==> config.mk <==
export PLATFORM = sky130hd
export DESIGN_NAME = sprite_engine
export DESIGN_NICKNAME = d
export VERILOG_FILES = /design/src/hw/spu_pkg.sv /design/src/hw/sprite_engine.sv
export SDC_FILE = /design/constraint.sdc
export NUM_CORES = 1
export LEC_CHECK = 0
export BUFFER_PORTS_ARGS = -buffer_cell sky130_fd_sc_hd__buf_2
export CORE_ASPECT_RATIO = 0.5
export CORE_MARGIN = 1.5
export CORE_UTILIZATION = 25
export CTS_CLUSTER_SIZE = 14
export DETAILED_ROUTE_END_ITERATION = 8
export PLACE_DENSITY_LB_ADDON = 0.1
export SLEW_MARGIN = 20
export SYNTH_ARGS = -nofsm -noshare
export SYNTH_HDL_FRONTEND = slang
export SYNTH_SLANG_ARGS = --single-unit
==> constraint.sdc <==
create_clock -name clk -period 6.95 [get_ports clk]
set_clock_uncertainty 0.05 [all_clocks]
set_input_delay 0.695 -clock clk [delete_from_list [all_inputs] [get_ports clk]]
set_output_delay 0.695 -clock clk [all_outputs]
set_load 0.05 [all_outputs]
==> src/hw/spu_pkg.sv <==
package spu_pkg;

	// --------------------------------------------------
	// sizes
	// --------------------------------------------------
	localparam int SPRITE_COUNT = 32;	// descriptors in the file
	localparam int DESC_BYTES   = 8;	// bytes per descriptor
	localparam int LINE_PIXELS  = 512;	// one line buffer half
	localparam int VIS_LINES    = 288;	// visible raster lines

	// cfg address bit 8 selects palette over descriptors
	localparam int CFG_PAL_BIT = 8;
	localparam logic [8:0] CFG_ENABLE_ADDR = 9'h1ff;	// also palette 255

	// palette entry layout
	localparam int PAL_TRANSP_BIT = 6;	// set = pixel not drawn

	// --------------------------------------------------
	// plain types
	// --------------------------------------------------
	typedef logic [8:0]  vline_t;		// raster line number
	typedef logic [8:0]  xpos_t;		// line buffer address
	typedef logic [4:0]  sprite_idx_t;
	typedef logic [20:0] mem_addr_t;	// word address
	typedef logic [15:0] mem_word_t;
	typedef logic [5:0]  color_t;
	typedef logic [7:0]  pal_idx_t;		// {bank, code}
	typedef logic [8:0]  cfg_addr_t;
	typedef logic [1:0]  cres_t;

	// colour modes, 0 switches the sprite off
	localparam cres_t CRES_OFF = 2'd0;
	localparam cres_t CRES_4C  = 2'd1;
	localparam cres_t CRES_16C = 2'd2;
	localparam cres_t CRES_TC  = 2'd3;

	// --------------------------------------------------
	// descriptor byte offsets
	// --------------------------------------------------
	localparam logic [2:0] OFS_X_L    = 3'd0;	// x[7:0]
	localparam logic [2:0] OFS_X_H    = 3'd1;	// x[8], width in words
	localparam logic [2:0] OFS_Y_L    = 3'd2;	// y[7:0]
	localparam logic [2:0] OFS_Y_H    = 3'd3;	// y[8], height / 4
	localparam logic [2:0] OFS_CTRL   = 3'd4;	// cres, pri, bank
	localparam logic [2:0] OFS_ADDR_L = 3'd5;	// base[7:0]
	localparam logic [2:0] OFS_ADDR_M = 3'd6;	// base[15:8]
	localparam logic [2:0] OFS_ADDR_H = 3'd7;	// base[20:16], flipx, flipy

	// engine walk, one descriptor byte per cycle
	typedef enum logic [2:0] {
		ST_IDLE,
		ST_CTRL,
		ST_GEOM_Y,
		ST_GEOM_X,
		ST_BASE,
		ST_FETCH,
		ST_PIXELS,
		ST_NEXT
	} engine_state_t;

	typedef struct packed {
		logic   valid;		// opaque pixel present
		color_t color;
	} sl_pixel_t;

	typedef struct packed {
		logic       we;
		cfg_addr_t  addr;
		logic [7:0] data;
	} cfg_wr_t;

endpackage

==> src/hw/sprite_engine.sv <==
`timescale 1ns/10ps

module sprite_engine import spu_pkg::*;
(
	input  logic        clk,
	input  logic        arst_n,
	input  logic        line_start,
	input  vline_t      vline,
	input  logic        enable,
	output sprite_idx_t desc_sel,
	output logic [2:0]  desc_ofs,
	input  logic [7:0]  desc_byte,
	output pal_idx_t    pal_idx,
	input  logic [7:0]  pal_entry,
	output logic        mem_req,
	output mem_addr_t   mem_addr,
	input  logic        mem_next,
	input  logic        mem_strobe,
	input  mem_word_t   mem_data,
	output sl_pixel_t   sl_wr,
	output xpos_t       sl_waddr
);

	engine_state_t state;
	logic          step;			// second byte of a two-byte state
	sprite_idx_t   sprite;
	logic [6:0]    words_left;		// words still to draw
	logic [6:0]    recv_left;		// words still to arrive
	logic [2:0]    pix_left;		// pixels left in shreg
	logic          nxt_valid;		// word parked in nxt_word

	// descriptor fields, latched during the walk
	cres_t      cres_q;
	logic [3:0] bank;
	logic       flipx, flipy;
	logic [7:0] y_lo, x_lo;
	logic [4:0] base_hi;
	logic [7:0] base_lo;
	vline_t     row;				// row inside the sprite, flip applied
	logic [6:0] width;
	xpos_t      xcur;
	mem_word_t  shreg, nxt_word;

	vline_t     y_full, x_full, row_raw, row_flip;
	logic [8:0] height4;
	logic [9:0] y_end, span;
	logic       s_act, s_vis;
	logic       take, hold_load;
	mem_word_t  take_word;
	mem_addr_t  row_addr;
	logic [2:0] ppw_m1;
	color_t     pix_color;
	logic       pix_opaque;

	// --------------------------------------------------
	// descriptor read address
	// --------------------------------------------------
	always_comb
	begin
		case (state)
			ST_CTRL:   desc_ofs = step ? OFS_ADDR_H : OFS_CTRL;	// flipy needed before row
			ST_GEOM_Y: desc_ofs = step ? OFS_Y_H : OFS_Y_L;
			ST_GEOM_X: desc_ofs = step ? OFS_X_H : OFS_X_L;
			ST_BASE:   desc_ofs = step ? OFS_ADDR_M : OFS_ADDR_L;
			default:   desc_ofs = OFS_CTRL;
		endcase
	end
	assign desc_sel = sprite;

	// geometry, valid in the step that reads the high byte
	assign s_act    = desc_byte[1:0] != CRES_OFF;
	assign height4  = {desc_byte[7:1], 2'b00};
	assign y_full   = {desc_byte[0], y_lo};
	assign y_end    = {1'b0, y_full} + {1'b0, height4};	// no wrap past 511
	assign s_vis    = (vline >= y_full) && ({1'b0, vline} < y_end);
	assign row_raw  = vline - y_full;
	assign row_flip = height4 - 9'd1 - row_raw;
	assign x_full   = {desc_byte[0], x_lo};

	// pixels per line of the sprite, wraps mod 512 with the address
	always_comb
	begin
		case (cres_q)
			CRES_4C:  span = {desc_byte[7:1], 3'b000};
			CRES_16C: span = {1'b0, desc_byte[7:1], 2'b00};
			default:  span = {3'b000, desc_byte[7:1]};
		endcase
	end
	assign ppw_m1 = (cres_q == CRES_4C) ? 3'd7 : ((cres_q == CRES_16C) ? 3'd3 : 3'd0);

	// first word of the row = base + r * width
	assign row_addr = {base_hi, desc_byte, base_lo} + mem_addr_t'(row) * mem_addr_t'(width);

	// word hand-off, strobe outside fetch parks in nxt_word
	assign take      = (state == ST_FETCH) && (nxt_valid || mem_strobe);
	assign take_word = nxt_valid ? nxt_word : mem_data;
	assign hold_load = mem_strobe && !(take && !nxt_valid);

	// --------------------------------------------------
	// control FSM
	// --------------------------------------------------
	always_ff @(posedge clk or negedge arst_n)
	begin
		if (!arst_n)
		begin
			state      <= ST_IDLE;
			step       <= 1'b0;
			sprite     <= '0;
			mem_req    <= 1'b0;
			nxt_valid  <= 1'b0;
			words_left <= '0;
			recv_left  <= '0;
			pix_left   <= '0;
		end
		else if (line_start)
		begin
			state     <= (enable && (vline < VIS_LINES)) ? ST_CTRL : ST_IDLE;	// line 0 included
			step      <= 1'b0;
			sprite    <= '0;
			mem_req   <= 1'b0;
			nxt_valid <= 1'b0;
		end
		else
		begin
			nxt_valid <= (nxt_valid && !take) || hold_load;
			if (mem_strobe)
			begin
				recv_left <= recv_left - 7'd1;
				if (recv_left == 7'd1)
				begin
					mem_req <= 1'b0;	// last word in
				end
			end
			case (state)
				ST_CTRL:
				begin
					step <= !step && s_act;
					if (step)
					begin
						state <= ST_GEOM_Y;
					end
					else if (!s_act)
					begin
						state <= ST_NEXT;	// sprite off
					end
				end
				ST_GEOM_Y:
				begin
					step <= !step;
					if (step)
					begin
						state <= s_vis ? ST_GEOM_X : ST_NEXT;
					end
				end
				ST_GEOM_X:
				begin
					step <= !step;
					if (step)
					begin
						state <= (desc_byte[7:1] == 7'd0) ? ST_NEXT : ST_BASE;	// no words
					end
				end
				ST_BASE:
				begin
					step <= !step;
					if (step)
					begin
						mem_req    <= 1'b1;
						words_left <= width;
						recv_left  <= width;
						state      <= ST_FETCH;
					end
				end
				ST_FETCH:
				begin
					if (take)
					begin
						pix_left <= ppw_m1;
						state    <= ST_PIXELS;
					end
				end
				ST_PIXELS:
				begin
					if (pix_left != 3'd0)
					begin
						pix_left <= pix_left - 3'd1;
					end
					else if (words_left == 7'd1)
					begin
						state <= ST_NEXT;
					end
					else
					begin
						words_left <= words_left - 7'd1;
						state      <= ST_FETCH;
					end
				end
				ST_NEXT:
				begin
					if (sprite == sprite_idx_t'(SPRITE_COUNT - 1))
					begin
						state <= ST_IDLE;	// all descriptors walked
					end
					else
					begin
						sprite <= sprite + 5'd1;
						state  <= ST_CTRL;
					end
				end
				default: state <= ST_IDLE;
			endcase
		end
	end

	// --------------------------------------------------
	// datapath
	// --------------------------------------------------
	always_ff @(posedge clk)
	begin
		if (mem_next)
		begin
			mem_addr <= mem_addr + 21'd1;
		end
		if (hold_load)
		begin
			nxt_word <= mem_data;
		end
		case (state)
			ST_CTRL:
			begin
				if (!step)
				begin
					cres_q <= desc_byte[1:0];
					bank   <= desc_byte[7:4];	// priority bits ignored
				end
				else
				begin
					base_hi <= desc_byte[4:0];
					flipx   <= desc_byte[5];
					flipy   <= desc_byte[6];
				end
			end
			ST_GEOM_Y:
			begin
				if (!step)
				begin
					y_lo <= desc_byte;
				end
				else
				begin
					row <= flipy ? row_flip : row_raw;
				end
			end
			ST_GEOM_X:
			begin
				if (!step)
				begin
					x_lo <= desc_byte;
				end
				else
				begin
					width <= desc_byte[7:1];
					xcur  <= flipx ? (x_full + span[8:0] - 9'd1) : x_full;	// right edge on flip
				end
			end
			ST_BASE:
			begin
				if (!step)
				begin
					base_lo <= desc_byte;
				end
				else
				begin
					mem_addr <= row_addr;
				end
			end
			ST_FETCH:
			begin
				if (take)
				begin
					shreg <= take_word;
				end
			end
			ST_PIXELS:
			begin
				xcur  <= flipx ? (xcur - 9'd1) : (xcur + 9'd1);
				shreg <= (cres_q == CRES_4C) ? (shreg << 2) : (shreg << 4);	// next code to top
			end
			default: ;
		endcase
	end

	// decode of the top pixel in shreg
	always_comb
	begin
		pal_idx = (cres_q == CRES_4C) ? {bank, 2'b00, shreg[15:14]} : {bank, shreg[15:12]};
		if (cres_q == CRES_TC)
		begin
			pix_color  = shreg[13:8];
			pix_opaque = !shreg[14];
		end
		else
		begin
			pix_color  = pal_entry[5:0];
			pix_opaque = !pal_entry[PAL_TRANSP_BIT];
		end
		sl_wr.valid = (state == ST_PIXELS) && pix_opaque;	// valid doubles as write enable
		sl_wr.color = pix_color;
	end
	assign sl_waddr = xcur;

	a_addr_stable: assert property (@(posedge clk) disable iff (!arst_n)
		mem_req && !mem_next |=> !mem_req || $stable(mem_addr));

	// an idle engine has no fetch left open
	a_idle_quiet: assert property (@(posedge clk) disable iff (!arst_n)
		(state == ST_IDLE) |-> !mem_req && !nxt_valid);

	// only one word may be parked while the previous one is drawn
	a_hold_no_overrun: assert property (@(posedge clk) disable iff (!arst_n)
		mem_strobe && nxt_valid |-> state == ST_FETCH);

endmodule

==> Implementation_results.wiki, run 1 <==
{| class="wikitable"
! Metric !! Value
|-
| Result of the run || finished, final reports clean
|-
| Cell taking the most area after synthesis || sky130_fd_sc_hd__edfxtp_1
|-
| Longest individual stage delay on the worst path || 0.58 ns
|-
| Total number of H-tree levels || 4
|-
| Post-synth EDFFs || 94
|-
| Top cell family by delay on the critical path || adder cells
|-
| Crit. End Element || register
|-
| Sum of negative setup slack || 0 ns
|-
| Post-Route Utilization || 0.295
|-
| Worst setup slack for register-to-register paths || 1.78 ns
|-
| Prevailing post-synth register cell || sky130_fd_sc_hd__edfxtp_1
|-
| Proportion of synthesized flip-flops having asynchronous set or reset || 0.196
|-
| RD Place Congestion || 0.790
|-
| Initial standard-cell utilization of the core || 0.254
|-
| Number of buffers inserted during clock tree synthesis || 17
|-
| Portion of netlist area occupied by mux cells || 0.0298
|-
| Detailed-route DRC error count || 0
|-
| Origin of the worst setup path || width[3]$_DFFE_PP_
|-
| Via count of the first global-routing pass || 8601
|-
| Port buffer count || 99
|-
| Number of cell instances on the worst register-to-register path || 17
|-
| Worst reg2reg endpoint || mem_addr[20]$_DFF_P_
|-
| Layout area overhead || 16.0%
|-
| Dominant cells by area after synthesis || sky130_fd_sc_hd__edfxtp_1 25%, sky130_fd_sc_hd__ha_1 12%, sky130_fd_sc_hd__fa_1 9.5%, sky130_fd_sc_hd__dfrtp_1 6.3%, sky130_fd_sc_hd__inv_1 5.1%
|-
| CP Data Required Time || 7.23 ns
|-
| Diodes inserted || 0
|-
| Ratio of cells with drive above 1 in the final layout || 0.124
|-
| Final-layout worst hold slack || 0.257 ns
|-
| Worst reg2reg startpoint || width[3]$_DFFE_PP_
|-
| Quantity of hold-fixing buffers added after cts || 0
|-
| Number of core rows || 54
|-
| Post-Place Cell Area || 12300 µm²
|-
| Sum of overflow across all layers after global routing || 0
|-
| Area fraction in compound gates after synthesis || 0.136
|-
| Sink count of the clock tree || 143
|-
| Slew at the pin closest to its max-slew limit || ~1.0 ns
|-
| Pleak || between 5 and 6 nW
|-
| Setup repair after global routing missed its margin || false
|-
| Total power after layout || 2.69 mW
|-
| Clock-pin transition on the worst setup and hold timing paths || approximately 0.070 ns
|-
| Ordered list of cells on the worst path || and2_1, fa_1, inv_1, fa_1, inv_1, fa_1, inv_1, fa_1, inv_1, ha_1, o211a_1, o31a_1, o21a_2, a221o_1, o21a_1, a311oi_1, a211oi_1
|-
| Post-Layout Cell Count || 1864
|-
| Chip Width || 301 µm
|-
| Count of synthesis-stage warnings from yosys || 0
|-
| Average footprint of a synthesized cell || 9.46 µm²
|-
| Total die area || 45800 µm²
|-
| Total wirelength of the detailed-routed design || 29300 µm
|-
| TritonCTS clock tree || yes
|-
| Xor and xnor area share after synthesis || 0.0536
|-
| Fin crit share || 0.744
|-
| Simple logic cell fraction of the synthesized area || 0.148
|-
| Number of setup violations in the final report || 0
|-
| Final Net Count || 1467
|-
| Type of the most critical hold path || in -> async
|-
| Maximum resistive drop on vdd || 0.142 mV
|-
| Pin count of the biggest net entering global routing || 42
|-
| Number of slew-limit violations in the final report || 0
|-
| Critical Path Start Type || register
|-
| Dpl hpwl || about 22000 µm
|-
| Global Route Usage Sum || 0.132
|-
| Post-CTS resize count || 0
|-
| Fin crit period || 5.17 ns
|-
| Crit path DAT || 5.45 ns
|-
| Number of standard cells after synthesis || 1175
|-
| Number of search-and-repair iterations in the first detailed-routing pass || 4
|-
| Fillcell total || around 4600
|-
| Final worst setup slack || 1.78 ns
|-
| Cell total after placement || approximately 1800
|-
| Number of antenna violations at the first check in global routing || 1
|-
| Crit path max fanout || 11
|-
| Summed area of non-filler cells in the final layout || 12900 µm²
|-
| Dominant combinational cell family by area after synthesis || adder cells
|-
| Wire length per cell after detailed routing || 15.7 µm
|-
| First-iteration detailed-routing DRC count || around 440
|-
| Via density per instance || between 4 and 5
|-
| Clock tree buffer depth || 2
|-
| Synthesized area || about 11000 µm²
|-
| Clock latency on the worst-skew pair || 0.45 ns
|-
| Vertical extent of the die || ~150 µm
|-
| Critical setup path kind || reg -> reg
|-
| Root Buffer || sky130_fd_sc_hd__clkbuf_16
|-
| Max Cap Violations || 0
|-
| Distinct cells, synth || 61
|-
| Global-route wire length before repair || 47600 µm
|-
| Setup WS pre-CTS || 1.77 ns
|-
| Pwr/cell area || ~210 nW/µm²
|-
| Total count of hold-check failures in the final report || 0
|-
| Post-synthesis adder-cell area fraction || 0.212
|-
| Post-Syn Nets || 1379
|-
| Worst slew slack as a fraction of its limit || 0.308
|-
| Slowest stage cell, crit path || sky130_fd_sc_hd__edfxtp_1
|-
| Post-CTS Setup Repair Bufs || 0
|-
| Placeable core region || about 44000 µm²
|-
| Max Freq || 193 MHz
|-
| Combined buffer and inverter count along the critical path || 4
|-
| Antenna violation net count after detailed routing || 0
|-
| Area share of the leading cell type in the synthesized netlist || 0.254
|-
| Synthesized flop and latch total || 143
|-
| Sequential element share of the synthesized area || 0.355
|-
| Number of ports placed on the die boundary || 101
|-
| Total vias in the final route || between 8000 and 9000
|}
[logic make-up (layout without fill, tap and decap cells)]
logic type | Yosys count | after routing
AOI/OAI and AO/OA | 243 | 243
xor gates and xnor gates | 68 | 68
adders and majority gates | 157 | 157
buffers and inverters | 195 | 296
DFF | 143 | 143
muxes | 32 | 32
and+or+nand+nor | 337 | 337
[power breakdown]
part           internal (mW)  switching [mW]
Sequential             0.992          0.0781
Combinational          0.238           0.428
Clock                  0.488           0.468
Total                   1.72           0.975
[flip-flops by register name, indices dropped and copies added (netlist names), 5 cells and up]
name and cells:
base_hi 5, base_lo 8, desc_sel 5, mem_addr 21, nxt_word 16, recv_left 7, row 9, shreg 16
sl_waddr 9, width 7, words_left 7, x_lo 8, y_lo 8
[layer usage]
| layer | up-vias | global-route usage | share of wire |
|---|---|---|---|
| li1 | 4213 | - | - |
| met4 | 0 | 0.0342 | 0.013 |
| met2 | 112 | 0.217 | 0.46 |
| met3 | 24 | 0.0269 | 0.037 |
| met5 | - | 0 | 0 |
| met1 | 3986 | 0.177 | 0.49 |
[synthesized netlist by cell type, drive strengths merged (4+ instances only)]
cell type and instances:
fa 53, dfrtp 28, nor2 75, o31ai 4
buf 5, nor3 23, nand2b 8, xor2 32
mux2i 23, mux2 9, nor2b 29, dfxtp 21
and3 5, a211o 5, nand4 15, a21o 20
or3 6, o22ai 4, clkbuf 38, o21bai 4
o21ai 66, nand3 28, xnor2 36, and2 41
a22oi 10, inv 152, edfxtp 94, ha 104
a31oi 4, a21oi 76, nand2 95, o21a 11
a211oi 14
[cell type report]
cell class / instances / area, µm² / area share
Multi-Input combinational cell: 837 / 6450 / 0.500
Sequential cell: 143 / 3940 / 0.306
Tap cell: 588 / 736 / 0.0571
Timing Repair Buffer: 112 / 593 / 0.0460
Inverter: 152 / 571 / 0.0443
Clock buffer: 17 / 425 / 0.0330
Clock inverter: 15 / 176 / 0.0137
[cells in the final DEF (no fill, tap or decap), types with 41 or more instances in the layout]
cell type | Yosys | layout
sky130_fd_sc_hd__inv_1 | 152 | 152
sky130_fd_sc_hd__ha_1 | 104 | 104
sky130_fd_sc_hd__buf_2 | 0 | 99
sky130_fd_sc_hd__nand2_1 | 95 | 95
sky130_fd_sc_hd__edfxtp_1 | 94 | 94
sky130_fd_sc_hd__a21oi_1 | 76 | 76
sky130_fd_sc_hd__nor2_1 | 75 | 74
sky130_fd_sc_hd__fa_1 | 53 | 53
sky130_fd_sc_hd__o21ai_1 | 43 | 43
sky130_fd_sc_hd__and2_1 | 41 | 41
[how the worst max path moves through the flow]
stage / end / cells after the start
2_1_floorplan: mem_addr[20]$_DFF_P_ / 18
6_report: mem_addr[20]$_DFF_P_ / 17
5_1_grt: mem_addr[20]$_DFF_P_ / 17
4_1_cts: mem_addr[20]$_DFF_P_ / 17
3_5_place_dp: mem_addr[20]$_DFF_P_ / 17
3_3_place_gp: mem_addr[20]$_DFF_P_ / 17
Power figures use the tool's default switching activity.
==> inputs of run 2 (changes only) <==
==> constraint.sdc (replaced) <==
create_clock -name clk -period 5 [get_ports clk]
set_clock_uncertainty 0.05 [all_clocks]
set_input_delay 0.5 -clock clk [delete_from_list [all_inputs] [get_ports clk]]
set_output_delay 0.5 -clock clk [all_outputs]
set_load 0.05 [all_outputs]
==> run 2 against run 1 <==
Against the previous run: routed wire length up 1.4%; clock-buffer cell count unchanged; total power up 39%; global-route usage up 0.13 points; via count up 0.85%; sequential power up 39%; combinational power up 40%.
==> Implementation_results.wiki, run 2 (synthesized netlist as in run 1, its figures left out) <==
{| class="wikitable"
! Metric !! Value
|-
| Layout area overhead || 17.6%
|-
| Fin crit share || 0.955
|-
| TritonCTS clock tree || yes
|-
| First-iteration detailed-routing DRC count || 324
|-
| Clock latency on the worst-skew pair || 0.44 ns
|-
| Slowest stage cell, crit path || sky130_fd_sc_hd__fa_1
|-
| Fillcell total || about 4600
|-
| Global-route wire length before repair || ~48000 µm
|-
| Vertical extent of the die || 152 µm
|-
| Total vias in the final route || 8406
|-
| Final Net Count || 1492
|-
| Number of slew-limit violations in the final report || 0
|-
| Most flop-heavy register || mem_addr
|-
| Number of flip-flops under the largest register name || 21
|-
| Summed area of non-filler cells in the final layout || about 13000 µm²
|-
| Number of search-and-repair iterations in the first detailed-routing pass || 4
|-
| Type of the most critical hold path || in -> async
|-
| Sum of overflow across all layers after global routing || 0
|-
| Slew at the pin closest to its max-slew limit || 0.979 ns
|-
| Via count of the first global-routing pass || 8673
|-
| RD Place Congestion || 0.799
|-
| Crit. End Element || register
|-
| Final-layout worst hold slack || 0.0572 ns
|-
| Max Cap Violations || 0
|-
| Footprint of the flip-flops and latches || 3940 µm²
|-
| Detailed-route DRC error count || 0
|-
| Longest individual stage delay on the worst path || 0.54 ns
|-
| Pin count of the biggest net entering global routing || 40
|-
| Number of buffers inserted during clock tree synthesis || 17
|-
| Sum of negative setup slack || 0 ns
|-
| Critical Path Start Type || register
|-
| Cell total after placement || around 1800
|-
| Largest registers in the final layout || mem_addr: 21 flops, nxt_word: 16 flops, shreg: 16 flops
|-
| Crit path max fanout || 4
|-
| Sink count of the clock tree || 143
|-
| Pleak || around 5.8 nW
|-
| Ratio of cells with drive above 1 in the final layout || 0.144
|-
| Antenna violation net count after detailed routing || 0
|-
| Result of the run || finished, final reports clean
|-
| Placeable core region || 43700 µm²
|-
| Total number of H-tree levels || 4
|-
| Post-Place Cell Area || ~12000 µm²
|-
| Global Route Usage Sum || 0.134
|-
| Number of setup violations in the final report || 0
|-
| Post-Layout Cell Count || 1890
|-
| CP Data Required Time || 5.28 ns
|-
| Initial standard-cell utilization of the core || 0.254
|-
| Fin crit period || approximately 4.8 ns
|-
| Critical setup path kind || reg -> reg
|-
| Port buffer count || 99
|-
| Setup repair after global routing missed its margin || false
|-
| Area taken by multi-input logic gates || 6460 µm²
|-
| Total die area || 45800 µm²
|-
| Dpl hpwl || 22600 µm
|-
| Pwr/cell area || approximately 290 nW/µm²
|-
| Clock tree buffer depth || 2
|-
| Total count of hold-check failures in the final report || 0
|-
| Clock-pin transition on the worst setup and hold timing paths || 0.07 ns
|-
| Chip Width || 301 µm
|-
| Via density per instance || 4.45
|-
| Ordered list of cells on the worst path || and2_4, fa_1, inv_1, fa_1, inv_1, fa_1, inv_1, fa_1, inv_1, ha_1, o211a_1, o31a_1, o21a_2, a221o_1, o21a_1, a311oi_1, a211oi_1
|-
| Most frequent standard cell in the layout excluding fill and tap cells || sky130_fd_sc_hd__inv_1
|-
| Wire length per cell after detailed routing || 15.7 µm
|-
| Maximum resistive drop on vdd || around 0.21 mV
|-
| Total wirelength of the detailed-routed design || ~30000 µm
|-
| Number of ports placed on the die boundary || between 100 and 150
|-
| Worst slew slack as a fraction of its limit || 0.345
|-
| Number of core rows || 54
|-
| Root Buffer || sky130_fd_sc_hd__clkbuf_16
|-
| Number of antenna violations at the first check in global routing || 1
|-
| Crit path DAT || slightly above 5 ns
|-
| Most used cells in the layout excluding fill and tap cells || 152 x sky130_fd_sc_hd__inv_1, 103 x sky130_fd_sc_hd__ha_1, 99 x sky130_fd_sc_hd__buf_2
|-
| Max Freq || 209 MHz
|}
-- run 2: changes by cell type in the layout (fill, tap and decap cells not counted), sizes merged --
cell,delta
clkinv,-4
diode,+1
clkinvlp,+2
bufinv,+1
buf,+25
inv,+1
-- run 2: critical path, delay by kind of cell (launching register included) --
family                     cells  cell delay, ns
DFF                            1            0.43
AOI/OAI and AO/OA              7            1.45
and+or+nand+nor                1            0.19
buffers and inverters          4            0.21
adders and majority gates      5            2.35
-- run 2: per-layer routing --
| metal | part of all wire | GRT usage | routed length (µm) | vias up |
|---|---|---|---|---|
| met4 | 0.0087 | 0.0318 | 259 | 0 |
| met5 | 0 | 0 | 0 | - |
| met3 | 0.035 | 0.0247 | 1050 | 15 |
| met2 | 0.46 | 0.219 | 13700 | 78 |
| met1 | 0.49 | 0.182 | 14600 | 4046 |
| li1 | - | - | - | 4267 |
-- run 2: worst paths after layout --
path / start / end / slack (ns) / cells past startpoint
worst max register to register: width[3]$_DFFE_PP_ / mem_addr[20]$_DFF_P_ / 0.22 / 17
max in group asynchronous: arst_n / words_left[5]$_DFFE_PN0P_ / 4.39 / 1
worst max-delay path: width[3]$_DFFE_PP_ / mem_addr[20]$_DFF_P_ / 0.22 / 17
worst min-delay path: arst_n / recv_left[6]$_DFFE_PN0N_ / 0.06 / 1
worst min register to register: recv_left[6]$_DFFE_PN0N_ / recv_left[6]$_DFFE_PN0N_ / 0.47 / 2
min in group clk: mem_data[4] / nxt_word[4]$_DFFE_PP_ / 0.19 / 1
-- run 2: power by group --
group | internal [mW] | switching, mW
registers | 1.38 | 0.109
logic | 0.336 | 0.597
clock network | 0.710 | 0.607
total | 2.43 | 1.31
-- run 2: what timing repair did --
action,4_1_cts,5_1_grt
endpoints found under the setup margin,1,7
gates cloned,0,0
pin swaps,0,8
hold buffers,0,0
setup buffers,3,5
resized for setup,0,4
-- run 2: final cells by class --
class	count	area share
multi-input cells	837	0.494
flip-flops and latches	143	0.302
repair buffers	137	0.0597
well taps	588	0.0563
inverters	152	0.0436
clock buffers	17	0.0325
clock inverters	15	0.0122
diodes	1	0.000191
-- run 2: per-stage QoR --
stage | utilization | worst slack, ns | power, mW
2_1_floorplan | - | 0.166 | 2.20
3_3_place_gp | 0.284 | 0.0173 | 2.44
3_5_place_dp | 0.284 | -0.0278 | 2.45
4_1_cts | 0.298 | 0.0534 | 3.80
5_1_grt | 0.299 | 0.000862 | 3.96
6_report | 0.299 | 0.224 | 3.74
